===== src/verilog/icache_cfg_pkg.sv =====
// Cache geometry constants for the direct-mapped instruction cache
// Fetch address union with tag, index, word select and byte offset fields
package icache_cfg_pkg;

    localparam int ADDR_W         = 32;
    localparam int FETCH_DW       = 32;
    localparam int FILL_DW        = 32;
    localparam int LINE_WIDTH     = 128;
    localparam int LINE_COUNT     = 16;

    // Memory beats per line and the burst length field that fetches one line
    localparam int BEATS_PER_LINE = LINE_WIDTH / FILL_DW;
    localparam int LINE_LEN       = BEATS_PER_LINE - 1;

    localparam int INDEX_W        = $clog2(LINE_COUNT);
    localparam int WORD_SEL_W     = $clog2(LINE_WIDTH / FETCH_DW);
    localparam int BYTE_OFF_W     = $clog2(FETCH_DW / 8);
    localparam int TAG_W          = ADDR_W - INDEX_W - WORD_SEL_W - BYTE_OFF_W;

    // Field view of a fetch address with the most significant field first
    typedef struct packed {
        logic [TAG_W-1:0]      tag;
        logic [INDEX_W-1:0]    index;
        logic [WORD_SEL_W-1:0] word_sel;
        logic [BYTE_OFF_W-1:0] byte_off;
    } fetch_fields_t;

    typedef union packed {
        logic [ADDR_W-1:0] raw;
        fetch_fields_t     fields;
    } fetch_addr_u;

endpackage

===== src/verilog/icache_bus_pkg.sv =====
// Transfer structs between controller, arrays and refill engine
// Request and response channels of the burst read memory
package icache_bus_pkg;

    import icache_cfg_pkg::*;

    // Bypass requests carry a word address, line fills a line address
    typedef struct packed {
        logic [ADDR_W-1:0] addr;
        logic              bypass;
    } refill_req_t;

    typedef struct packed {
        logic [LINE_WIDTH-1:0] data;
        logic                  error;
    } line_rsp_t;

    typedef struct packed {
        logic [INDEX_W-1:0]    index;
        logic [TAG_W-1:0]      tag;
        logic [LINE_WIDTH-1:0] data;
        logic                  error;
    } line_wr_t;

    typedef struct packed {
        logic [ADDR_W-1:0] addr;
        logic [7:0]        len;
    } mem_req_t;

    typedef struct packed {
        logic [FILL_DW-1:0] data;
        logic               error;
        logic               last;
    } mem_rsp_t;

endpackage


===== src/verilog/icache_top.sv =====
`timescale 1ns/10ps
// Instruction cache top level
// Connects the fetch controller, the line arrays and the refill engine
module icache_top
    import icache_cfg_pkg::*;
    import icache_bus_pkg::*;
(
    input  logic                clk_i,
    input  logic                reset_i,

    input  logic [ADDR_W-1:0]   inst_addr_i,
    input  logic                inst_cacheable_i,
    input  logic                inst_valid_i,
    output logic                inst_ready_o,
    output logic [FETCH_DW-1:0] inst_data_o,
    output logic                inst_error_o,

    input  logic                flush_valid_i,
    output logic                flush_ready_o,

    // AXI-like burst read port
    output mem_req_t            refill_q_o,
    output logic                refill_qvalid_o,
    input  logic                refill_qready_i,
    input  mem_rsp_t            refill_p_i,
    input  logic                refill_pvalid_i,
    output logic                refill_pready_o
);

    logic [INDEX_W-1:0]    rd_index;
    logic [TAG_W-1:0]      rd_tag;
    logic                  rd_valid;
    logic                  rd_error;
    logic [LINE_WIDTH-1:0] rd_data;
    line_wr_t              wr;
    logic                  wr_en;
    logic                  flush_start;
    logic                  flush_done;

    refill_req_t refill_req;
    logic        req_valid;
    logic        req_ready;
    line_rsp_t   line_rsp;
    logic        rsp_valid;
    logic        rsp_ready;

    icache_ctrl u_icache_ctrl (
        .clk_i            ( clk_i            ),
        .reset_i          ( reset_i          ),
        .inst_addr_i      ( inst_addr_i      ),
        .inst_cacheable_i ( inst_cacheable_i ),
        .inst_valid_i     ( inst_valid_i     ),
        .inst_ready_o     ( inst_ready_o     ),
        .inst_data_o      ( inst_data_o      ),
        .inst_error_o     ( inst_error_o     ),
        .flush_valid_i    ( flush_valid_i    ),
        .flush_ready_o    ( flush_ready_o    ),
        .rd_index_o       ( rd_index         ),
        .rd_tag_i         ( rd_tag           ),
        .rd_valid_i       ( rd_valid         ),
        .rd_error_i       ( rd_error         ),
        .rd_data_i        ( rd_data          ),
        .wr_o             ( wr               ),
        .wr_en_o          ( wr_en            ),
        .flush_start_o    ( flush_start      ),
        .flush_done_i     ( flush_done       ),
        .refill_req_o     ( refill_req       ),
        .req_valid_o      ( req_valid        ),
        .req_ready_i      ( req_ready        ),
        .line_rsp_i       ( line_rsp         ),
        .rsp_valid_i      ( rsp_valid        ),
        .rsp_ready_o      ( rsp_ready        )
    );

    icache_arrays u_icache_arrays (
        .clk_i         ( clk_i       ),
        .reset_i       ( reset_i     ),
        .rd_index_i    ( rd_index    ),
        .rd_tag_o      ( rd_tag      ),
        .rd_valid_o    ( rd_valid    ),
        .rd_error_o    ( rd_error    ),
        .rd_data_o     ( rd_data     ),
        .wr_i          ( wr          ),
        .wr_en_i       ( wr_en       ),
        .flush_start_i ( flush_start ),
        .flush_done_o  ( flush_done  )
    );

    refill_engine u_refill_engine (
        .clk_i           ( clk_i           ),
        .reset_i         ( reset_i         ),
        .refill_req_i    ( refill_req      ),
        .req_valid_i     ( req_valid       ),
        .req_ready_o     ( req_ready       ),
        .line_rsp_o      ( line_rsp        ),
        .rsp_valid_o     ( rsp_valid       ),
        .rsp_ready_i     ( rsp_ready       ),
        .refill_q_o      ( refill_q_o      ),
        .refill_qvalid_o ( refill_qvalid_o ),
        .refill_qready_i ( refill_qready_i ),
        .refill_p_i      ( refill_p_i      ),
        .refill_pvalid_i ( refill_pvalid_i ),
        .refill_pready_o ( refill_pready_o )
    );

endmodule


===== src/verilog/icache_ctrl.sv =====
`timescale 1ns/10ps
// Fetch controller FSM for hit, miss, bypass and flush
module icache_ctrl
    import icache_cfg_pkg::*;
    import icache_bus_pkg::*;
(
    input  logic                  clk_i,
    input  logic                  reset_i,

    input  logic [ADDR_W-1:0]     inst_addr_i,
    input  logic                  inst_cacheable_i,
    input  logic                  inst_valid_i,
    output logic                  inst_ready_o,
    output logic [FETCH_DW-1:0]   inst_data_o,
    output logic                  inst_error_o,
    input  logic                  flush_valid_i,
    output logic                  flush_ready_o,

    output logic [INDEX_W-1:0]    rd_index_o,
    input  logic [TAG_W-1:0]      rd_tag_i,
    input  logic                  rd_valid_i,
    input  logic                  rd_error_i,
    input  logic [LINE_WIDTH-1:0] rd_data_i,
    output line_wr_t              wr_o,
    output logic                  wr_en_o,
    output logic                  flush_start_o,
    input  logic                  flush_done_i,

    output refill_req_t           refill_req_o,
    output logic                  req_valid_o,
    input  logic                  req_ready_i,
    input  line_rsp_t             line_rsp_i,
    input  logic                  rsp_valid_i,
    output logic                  rsp_ready_o
);

    typedef enum logic [2:0] {
        S_IDLE, S_READ, S_COMPARE, S_REQ, S_WAIT, S_FLUSH, S_DONE
    } state_e;

    state_e                state_q;
    fetch_addr_u           addr_q;
    fetch_addr_u           req_addr;
    logic                  bypass_q;
    logic                  ready_q;
    logic                  flush_ready_q;
    logic [FETCH_DW-1:0]   data_q;
    logic                  error_q;
    logic                  hit;
    logic                  take_fetch;
    logic [WORD_SEL_W-1:0] rsp_sel;

    // Flush wins over a fetch arriving in the same idle cycle
    assign take_fetch = (state_q == S_IDLE) && !flush_valid_i && inst_valid_i;
    assign hit = rd_valid_i && (rd_tag_i == addr_q.fields.tag);
    // Bypass data always sits in the low word of the returned line
    assign rsp_sel = bypass_q ? '0 : addr_q.fields.word_sel;

    assign rd_index_o = addr_q.fields.index;

    // Word address for bypass reads, line address for fills
    always_comb begin
        req_addr = addr_q;
        req_addr.fields.byte_off = '0;
        if (!bypass_q) begin
            req_addr.fields.word_sel = '0;
        end
    end

    assign refill_req_o.addr   = req_addr.raw;
    assign refill_req_o.bypass = bypass_q;
    assign req_valid_o = (state_q == S_REQ);
    assign rsp_ready_o = (state_q == S_WAIT);

    assign wr_en_o     = (state_q == S_WAIT) && rsp_valid_i && !bypass_q;
    assign wr_o.index  = addr_q.fields.index;
    assign wr_o.tag    = addr_q.fields.tag;
    assign wr_o.data   = line_rsp_i.data;
    assign wr_o.error  = line_rsp_i.error;

    assign flush_start_o = (state_q == S_IDLE) && flush_valid_i;

    assign inst_ready_o  = ready_q;
    assign inst_data_o   = data_q;
    assign inst_error_o  = error_q;
    assign flush_ready_o = flush_ready_q;

    always_ff @(posedge clk_i) begin
        if (reset_i) begin
            state_q       <= S_IDLE;
            ready_q       <= 1'b0;
            flush_ready_q <= 1'b0;
        end else begin
            case (state_q)
                S_IDLE: begin
                    if (flush_valid_i) begin
                        state_q <= S_FLUSH;
                    end else if (inst_valid_i) begin
                        state_q <= inst_cacheable_i ? S_READ : S_REQ;
                    end
                end
                // Arrays register the lookup of the captured index
                S_READ: state_q <= S_COMPARE;
                S_COMPARE: begin
                    if (hit) begin
                        ready_q <= 1'b1;
                        state_q <= S_DONE;
                    end else begin
                        state_q <= S_REQ;
                    end
                end
                S_REQ: begin
                    if (req_ready_i) begin
                        state_q <= S_WAIT;
                    end
                end
                S_WAIT: begin
                    if (rsp_valid_i) begin
                        ready_q <= 1'b1;
                        state_q <= S_DONE;
                    end
                end
                S_FLUSH: begin
                    if (flush_done_i) begin
                        flush_ready_q <= 1'b1;
                        state_q       <= S_DONE;
                    end
                end
                // One cycle of handshake pulse before the next request is looked at
                S_DONE: begin
                    ready_q       <= 1'b0;
                    flush_ready_q <= 1'b0;
                    state_q       <= S_IDLE;
                end
                default: state_q <= S_IDLE;
            endcase
        end
    end

    always_ff @(posedge clk_i) begin
        if (take_fetch) begin
            addr_q.raw <= inst_addr_i;
            bypass_q   <= !inst_cacheable_i;
        end
        if (state_q == S_COMPARE) begin
            data_q  <= rd_data_i[addr_q.fields.word_sel * FETCH_DW +: FETCH_DW];
            error_q <= rd_error_i;
        end
        if ((state_q == S_WAIT) && rsp_valid_i) begin
            data_q  <= line_rsp_i.data[rsp_sel * FETCH_DW +: FETCH_DW];
            error_q <= line_rsp_i.error;
        end
    end

endmodule


===== src/verilog/refill_engine.sv =====
`timescale 1ns/10ps
// Refill engine that turns line and bypass requests into memory bursts
// Collects the beats into one line with an OR of their error flags
module refill_engine
    import icache_cfg_pkg::*;
    import icache_bus_pkg::*;
(
    input  logic        clk_i,
    input  logic        reset_i,

    input  refill_req_t refill_req_i,
    input  logic        req_valid_i,
    output logic        req_ready_o,
    output line_rsp_t   line_rsp_o,
    output logic        rsp_valid_o,
    input  logic        rsp_ready_i,

    output mem_req_t    refill_q_o,
    output logic        refill_qvalid_o,
    input  logic        refill_qready_i,
    input  mem_rsp_t    refill_p_i,
    input  logic        refill_pvalid_i,
    output logic        refill_pready_o
);

    typedef enum logic [1:0] {
        S_IDLE, S_ISSUE, S_COLLECT, S_PRESENT
    } state_e;

    state_e                              state_q;
    refill_req_t                         req_q;
    logic [LINE_WIDTH-1:0]               line_q;
    logic                                error_q;
    logic [$clog2(BEATS_PER_LINE)-1:0]   beat_q;
    logic                                req_take;
    logic                                beat_take;

    assign req_ready_o     = (state_q == S_IDLE);
    assign refill_qvalid_o = (state_q == S_ISSUE);
    assign refill_pready_o = (state_q == S_COLLECT);
    assign rsp_valid_o     = (state_q == S_PRESENT);

    assign req_take  = req_valid_i && req_ready_o;
    assign beat_take = refill_pvalid_i && refill_pready_o;

    // A bypass read is a single beat
    assign refill_q_o.addr = req_q.addr;
    assign refill_q_o.len  = req_q.bypass ? 8'd0 : 8'(LINE_LEN);

    assign line_rsp_o.data  = line_q;
    assign line_rsp_o.error = error_q;

    always_ff @(posedge clk_i) begin
        if (reset_i) begin
            state_q <= S_IDLE;
            beat_q  <= '0;
        end else begin
            case (state_q)
                S_IDLE: begin
                    if (req_take) begin
                        state_q <= S_ISSUE;
                        beat_q  <= '0;
                    end
                end
                S_ISSUE: begin
                    if (refill_qready_i) begin
                        state_q <= S_COLLECT;
                    end
                end
                S_COLLECT: begin
                    if (beat_take) begin
                        beat_q <= beat_q + 1'b1;
                        if (refill_p_i.last) begin
                            state_q <= S_PRESENT;
                        end
                    end
                end
                S_PRESENT: begin
                    if (rsp_ready_i) begin
                        state_q <= S_IDLE;
                    end
                end
                default: state_q <= S_IDLE;
            endcase
        end
    end

    // Beats fill the line from the low word upwards
    always_ff @(posedge clk_i) begin
        if (req_take) begin
            req_q   <= refill_req_i;
            line_q  <= '0;
            error_q <= 1'b0;
        end else if (beat_take) begin
            line_q[beat_q * FILL_DW +: FILL_DW] <= refill_p_i.data;
            error_q <= error_q | refill_p_i.error;
        end
    end

endmodule


===== src/verilog/icache_arrays.sv =====
`timescale 1ns/10ps
// Tag, valid, error and data storage of the direct-mapped cache
// Registered read port, write port and valid-bit flush sweep
module icache_arrays
    import icache_cfg_pkg::*;
    import icache_bus_pkg::*;
(
    input  logic                  clk_i,
    input  logic                  reset_i,
    input  logic [INDEX_W-1:0]    rd_index_i,
    output logic [TAG_W-1:0]      rd_tag_o,
    output logic                  rd_valid_o,
    output logic                  rd_error_o,
    output logic [LINE_WIDTH-1:0] rd_data_o,
    input  line_wr_t              wr_i,
    input  logic                  wr_en_i,
    input  logic                  flush_start_i,
    output logic                  flush_done_o
);

    logic [LINE_WIDTH-1:0] data_mem [LINE_COUNT];
    logic [TAG_W-1:0]      tag_mem  [LINE_COUNT];
    logic                  err_mem  [LINE_COUNT];
    logic [LINE_COUNT-1:0] valid_q;
    logic                  flush_busy_q;
    logic [INDEX_W-1:0]    flush_idx_q;
    logic                  flush_done_q;
    logic                  flush_last;

    assign flush_last   = flush_busy_q && (flush_idx_q == INDEX_W'(LINE_COUNT - 1));
    assign flush_done_o = flush_done_q;

    always_ff @(posedge clk_i) begin
        if (wr_en_i) begin
            data_mem[wr_i.index] <= wr_i.data;
            tag_mem[wr_i.index]  <= wr_i.tag;
            err_mem[wr_i.index]  <= wr_i.error;
        end
        rd_data_o  <= data_mem[rd_index_i];
        rd_tag_o   <= tag_mem[rd_index_i];
        rd_error_o <= err_mem[rd_index_i];
    end

    // Valid bits and the flush walker that clears one index per cycle
    always_ff @(posedge clk_i) begin
        if (reset_i) begin
            valid_q      <= '0;
            flush_busy_q <= 1'b0;
            flush_idx_q  <= '0;
            flush_done_q <= 1'b0;
            rd_valid_o   <= 1'b0;
        end else begin
            rd_valid_o   <= valid_q[rd_index_i];
            flush_done_q <= flush_last;
            if (wr_en_i) begin
                valid_q[wr_i.index] <= 1'b1;
            end
            if (flush_start_i) begin
                flush_busy_q <= 1'b1;
                flush_idx_q  <= '0;
            end else if (flush_busy_q) begin
                valid_q[flush_idx_q] <= 1'b0;
                flush_idx_q          <= flush_idx_q + 1'b1;
                if (flush_last) begin
                    flush_busy_q <= 1'b0;
                end
            end
        end
    end

endmodule


===== config.mk =====
export PLATFORM = sky130hd
export DESIGN_NAME = icache_top
export DESIGN_NICKNAME = d
export VERILOG_FILES = /design/src/verilog/icache_cfg_pkg.sv /design/src/verilog/icache_bus_pkg.sv /design/src/verilog/icache_top.sv /design/src/verilog/icache_ctrl.sv /design/src/verilog/refill_engine.sv /design/src/verilog/icache_arrays.sv
export SDC_FILE = /design/constraint.sdc
export NUM_CORES = 2
export LEC_CHECK = 0
export BUFFER_PORTS_ARGS = -buffer_cell sky130_fd_sc_hd__buf_2
export CELL_PAD_IN_SITES_DETAIL_PLACEMENT = 1
export CELL_PAD_IN_SITES_GLOBAL_PLACEMENT = 1
export CORE_MARGIN = 2
export CORE_UTILIZATION = 28
export CTS_CLUSTER_DIAMETER = 200
export DETAILED_ROUTE_END_ITERATION = 7
export GPL_ROUTABILITY_DRIVEN = 1
export MAX_ROUTING_LAYER = met4
export PLACE_DENSITY = 0.45
export SLEW_MARGIN = 20
export SYNTH_ARGS = -nofsm -noshare
export SYNTH_HDL_FRONTEND = slang
export SYNTH_SLANG_ARGS = --single-unit

===== constraint.sdc =====
create_clock -name clk_i -period 15.7 [get_ports clk_i]
set_input_delay 1.57 -clock clk_i [delete_from_list [all_inputs] [get_ports clk_i]]
set_output_delay 1.57 -clock clk_i [all_outputs]
set_load 0.01 [all_outputs]

==> results summary <==
The run finished with clean final reports. The final HPWL from detailed placement is 143,000 um. At the pin with the least slew margin, the transition time is 1130 ps.

The area growth from synthesis to final layout came out at 16.6%. Summed over all nets, wire length on met3 after detailed routing comes to 9850 um. The highest signal layer in the routed design is met4. The first-pass GRT wire length is 426,000 um.

The total power density per cell area is 141 nW/um2. The core box area came out at 378,000 um2. In this run the remaining antenna-violating nets after routing total 0. In this run the worst path has a maximum fanout of 76. The portion of the clock cycle consumed by the worst path in the final layout is 0.397. The normalized max-slew margin is 0.242. The number of failing hold endpoints at the final stage came out at 0. For the finished layout, the period the worst path requires is 6230 ps. The number of DRC markers after the initial detailed-route iteration came out at 3,747.

Setup repair after global routing left no endpoint under its margin. In the final layout, the share of cells above drive strength 1 is 0.307. The number of setup violations in the final report came out at 0. In the routed design, unresolved DRC markers number 0. After synthesis the netlist holds a flip-flop and latch count of 2,857. The height of the chip came out at 620 um. The full die area is 384,000 um2. The number of global-route vias before repair is 54,100. The per-instance average area after synthesis came out at 22.8 um2. The worst setup path is of the register to register kind. The layout net count is 5,057. The gate count after technology mapping came out at 4,664.

After synthesis the cells add up to 106,000 um2. By instance count, the cell type seen most on the critical path is sky130_fd_sc_hd__buf_4. The worst setup path is launched from a register.

Input and output buffers added on the ports amount to 139. The placement row count is 226. The number of placed I/O pins came out at 150. The total design power came out at 17.5 mW. In this run, distinct cell masters in the synthesized netlist total 51. The clock network latency to the later pin of the worst-skew pair came out at 930 ps. The slowest library cell on the worst path is sky130_fd_sc_hd__buf_4.

The routability congestion estimate from global placement is 0.691. The number of hold-repair buffers added at the cts stage came out at 0. Summed over all failing endpoints, the final setup total negative slack is 0 ps. VDD sags by at most 0.0785 mV.

For the worst setup path, the data arrival time is 6980 ps. Buffers added to address setup during post-CTS repair amount to 0. The remaining global-route overflow came out at 0.

The number of maximum-capacitance violations is 0. The aggregate global-route resource usage is 0.160. The clock-pin slew on the worst setup and hold paths came out at 60 ps. Clock skew on the completed layout was measured at 74.1 ps.

The clock root buffer master is sky130_fd_sc_hd__clkbuf_16. The number of iterations in the first detailed-routing pass is 5. The max-slew violation total from the final report came out at 0. The final-layout fill cell count is 37,100. Across all layers, the routed design uses 49,300 vias. The number of enable flip-flop cells after synthesis came out at 2,543.

The total number of yosys warnings came out at 0. Counting along the longest clock path gives a buffer depth of 4. The dominant register cell in the synthesized netlist is sky130_fd_sc_hd__edfxtp_1. The sequential element share of the synthesized area is 0.778. The total routed wire length on the met1 layer came out at 130,000 um. For the worst setup path, the data required time is 16,450 ps. The number of antenna violations at the first check in global routing came out at 20. TritonCTS built the clock tree. The kind of capture point of the worst setup path is a register.

The worst hold-check path type is register to register. The initial standard-cell utilization of the core came out at 0.281. The number of clock buffers inserted by TritonCTS is 327. The total leakage power came out at 37.3 nW. From left edge to right edge, the die measures 620 um.

For this run, the top clock speed supported by timing is 161 MHz. Entering global routing, the biggest net connects 109 pins. The number of clock sinks is 2,857.

The total wire length after detailed routing came out at 301,000 um. The final non-filler cell total came out at 10,300. The count of cells resized by post-cts repair is 0. The signal on the critical path passes through buf_12, buf_4, buf_4, buf_4, buf_4, buf_4, mux4_2, mux4_2.

The via count normalized by instance count came out at 4.80. The clock tree synthesis step divided the H-tree into 5 levels. The fraction of synthesis flops using an asynchronous set or reset pin is 0. The highest cell delay on the worst timing path is 880 ps. The routed length per placed instance came out at 29.2 um. After detailed placement, the design holds a cell count of 9,657. The detailed route wirelength on metal2 came out at 155,000 um.
-- cells by family (layout without fill, tap and decap cells) --
group | count (synthesis) | after routing | share of synthesized area
AND/OR/NAND/NOR | 379 | 379 | 0.0155
AO/OA/AOI/OAI | 241 | 241 | 0.0154
buffers and inverters | 309 | 887 | 0.0140
adder cells (fa/ha/maj) | 14 | 14 | 0.00165
flip-flops | 2857 | 2857 | 0.778
other | 1 | 24 | 0.0000353
XOR/XNOR | 27 | 27 | 0.00223
multiplexers | 836 | 836 | 0.173
-- critical path, delay by kind of cell, from the launching register on --
kind | cells | cell delay [ps]
flip-flops | 1 | 370
buffers and inverters | 6 | 4400
multiplexers | 2 | 1090
-- power breakdown --
part	internal (mW)	switching, mW
clock network	4.43	3.10
registers	8.56	0.279
logic	0.462	0.692
-- Yosys cell counts, types with 9 or more instances --
master	number	area (um2)
sky130_fd_sc_hd__a21oi_1	11	55.1
sky130_fd_sc_hd__dfxtp_1	314	6290
sky130_fd_sc_hd__a22oi_1	132	991
sky130_fd_sc_hd__o21ai_1	30	150
sky130_fd_sc_hd__nand2_1	115	432
sky130_fd_sc_hd__buf_4	56	420
sky130_fd_sc_hd__o221a_2	9	101
sky130_fd_sc_hd__nor3_1	16	80.1
sky130_fd_sc_hd__inv_1	13	48.8
sky130_fd_sc_hd__ha_1	14	175
sky130_fd_sc_hd__o21ai_0	43	215
sky130_fd_sc_hd__nand3_1	44	220
sky130_fd_sc_hd__nor2_1	160	601
sky130_fd_sc_hd__mux4_2	801	18000
sky130_fd_sc_hd__edfxtp_1	2543	76400
sky130_fd_sc_hd__mux2_2	32	360
sky130_fd_sc_hd__xnor2_1	22	193
sky130_fd_sc_hd__clkbuf_1	151	567
sky130_fd_sc_hd__buf_2	58	290
sky130_fd_sc_hd__buf_1	25	93.8
-- cell usage in the layout, fill, tap and decap left out, drive strengths merged, types with 14 or more instances in the layout --
cell,count
edfxtp,2543
mux4,801
clkbuf,459
dfxtp,314
buf,266
nor2,160
a22oi,132
nand2,115
clkinv,114
o21ai,73
nand3,44
mux2,32
xnor2,22
inv,22
bufinv,20
nor3,17
diode,16
ha,14
-- stage by stage --
| step | hold slack [ps] | util | cell area (um2) | setup slack (ps) |
|---|---|---|---|---|
| detailed placement | 513 | 0.299 | 113000 | 9100 |
| global route | 552 | 0.327 | 124000 | 8670 |
| finish | 521 | 0.327 | 124000 | 9470 |
| global placement | 495 | 0.299 | 113000 | 9070 |
| CTS | 527 | 0.327 | 124000 | 9060 |
| floorplan | 424 | - | 106000 | 3340 |
-- path summary, 6_finish.rpt --
path	slack, ps	cells after the start	start	end
worst max-delay path	9470	8	u_icache_ctrl.addr_q[4]	u_icache_arrays.rd_data_o[18]
worst min-delay path	520	2	u_icache_arrays.valid_q[12]	u_icache_arrays.valid_q[12]
worst max register to register	9470	8	u_icache_ctrl.addr_q[4]	u_icache_arrays.rd_data_o[18]
worst min register to register	520	2	u_icache_arrays.valid_q[12]	u_icache_arrays.valid_q[12]
-- cell type report --
cell class              instances  area (um2)  area share
flip-flops and latches       2857       82600       0.667
multi-input cells            1505       22400       0.181
clock buffers                 459        9200      0.0742
well taps                    5016        6280      0.0507
repair buffers                266        1860      0.0150
clock inverters               149        1410      0.0114
inverters                      13        48.8    0.000394
diodes                         16        40.0    0.000323
-- layer usage --
layer	vias up	GRT usage
met1	27900	0.204
met3	366	0.0200
met5	-	-
li1	20200	-
met2	871	0.276
met4	0	0.0329
-- registers in the layout, indices dropped and copies added (netlist names), 4 cells and up --
name                         flops
u_refill_engine.refill_q_o      30
u_icache_arrays.err_mem         16
u_icache_arrays.data_mem      2048
u_icache_ctrl.inst_data_o       32
u_icache_arrays.rd_tag_o        24
u_refill_engine.line_q         128
u_icache_arrays.flush_idx_q      4
u_icache_ctrl.addr_q            30
u_icache_arrays.tag_mem        384
u_icache_arrays.rd_data_o      128
u_icache_arrays.valid_q         16
Note: power is estimated with default switching activity, not from simulation.
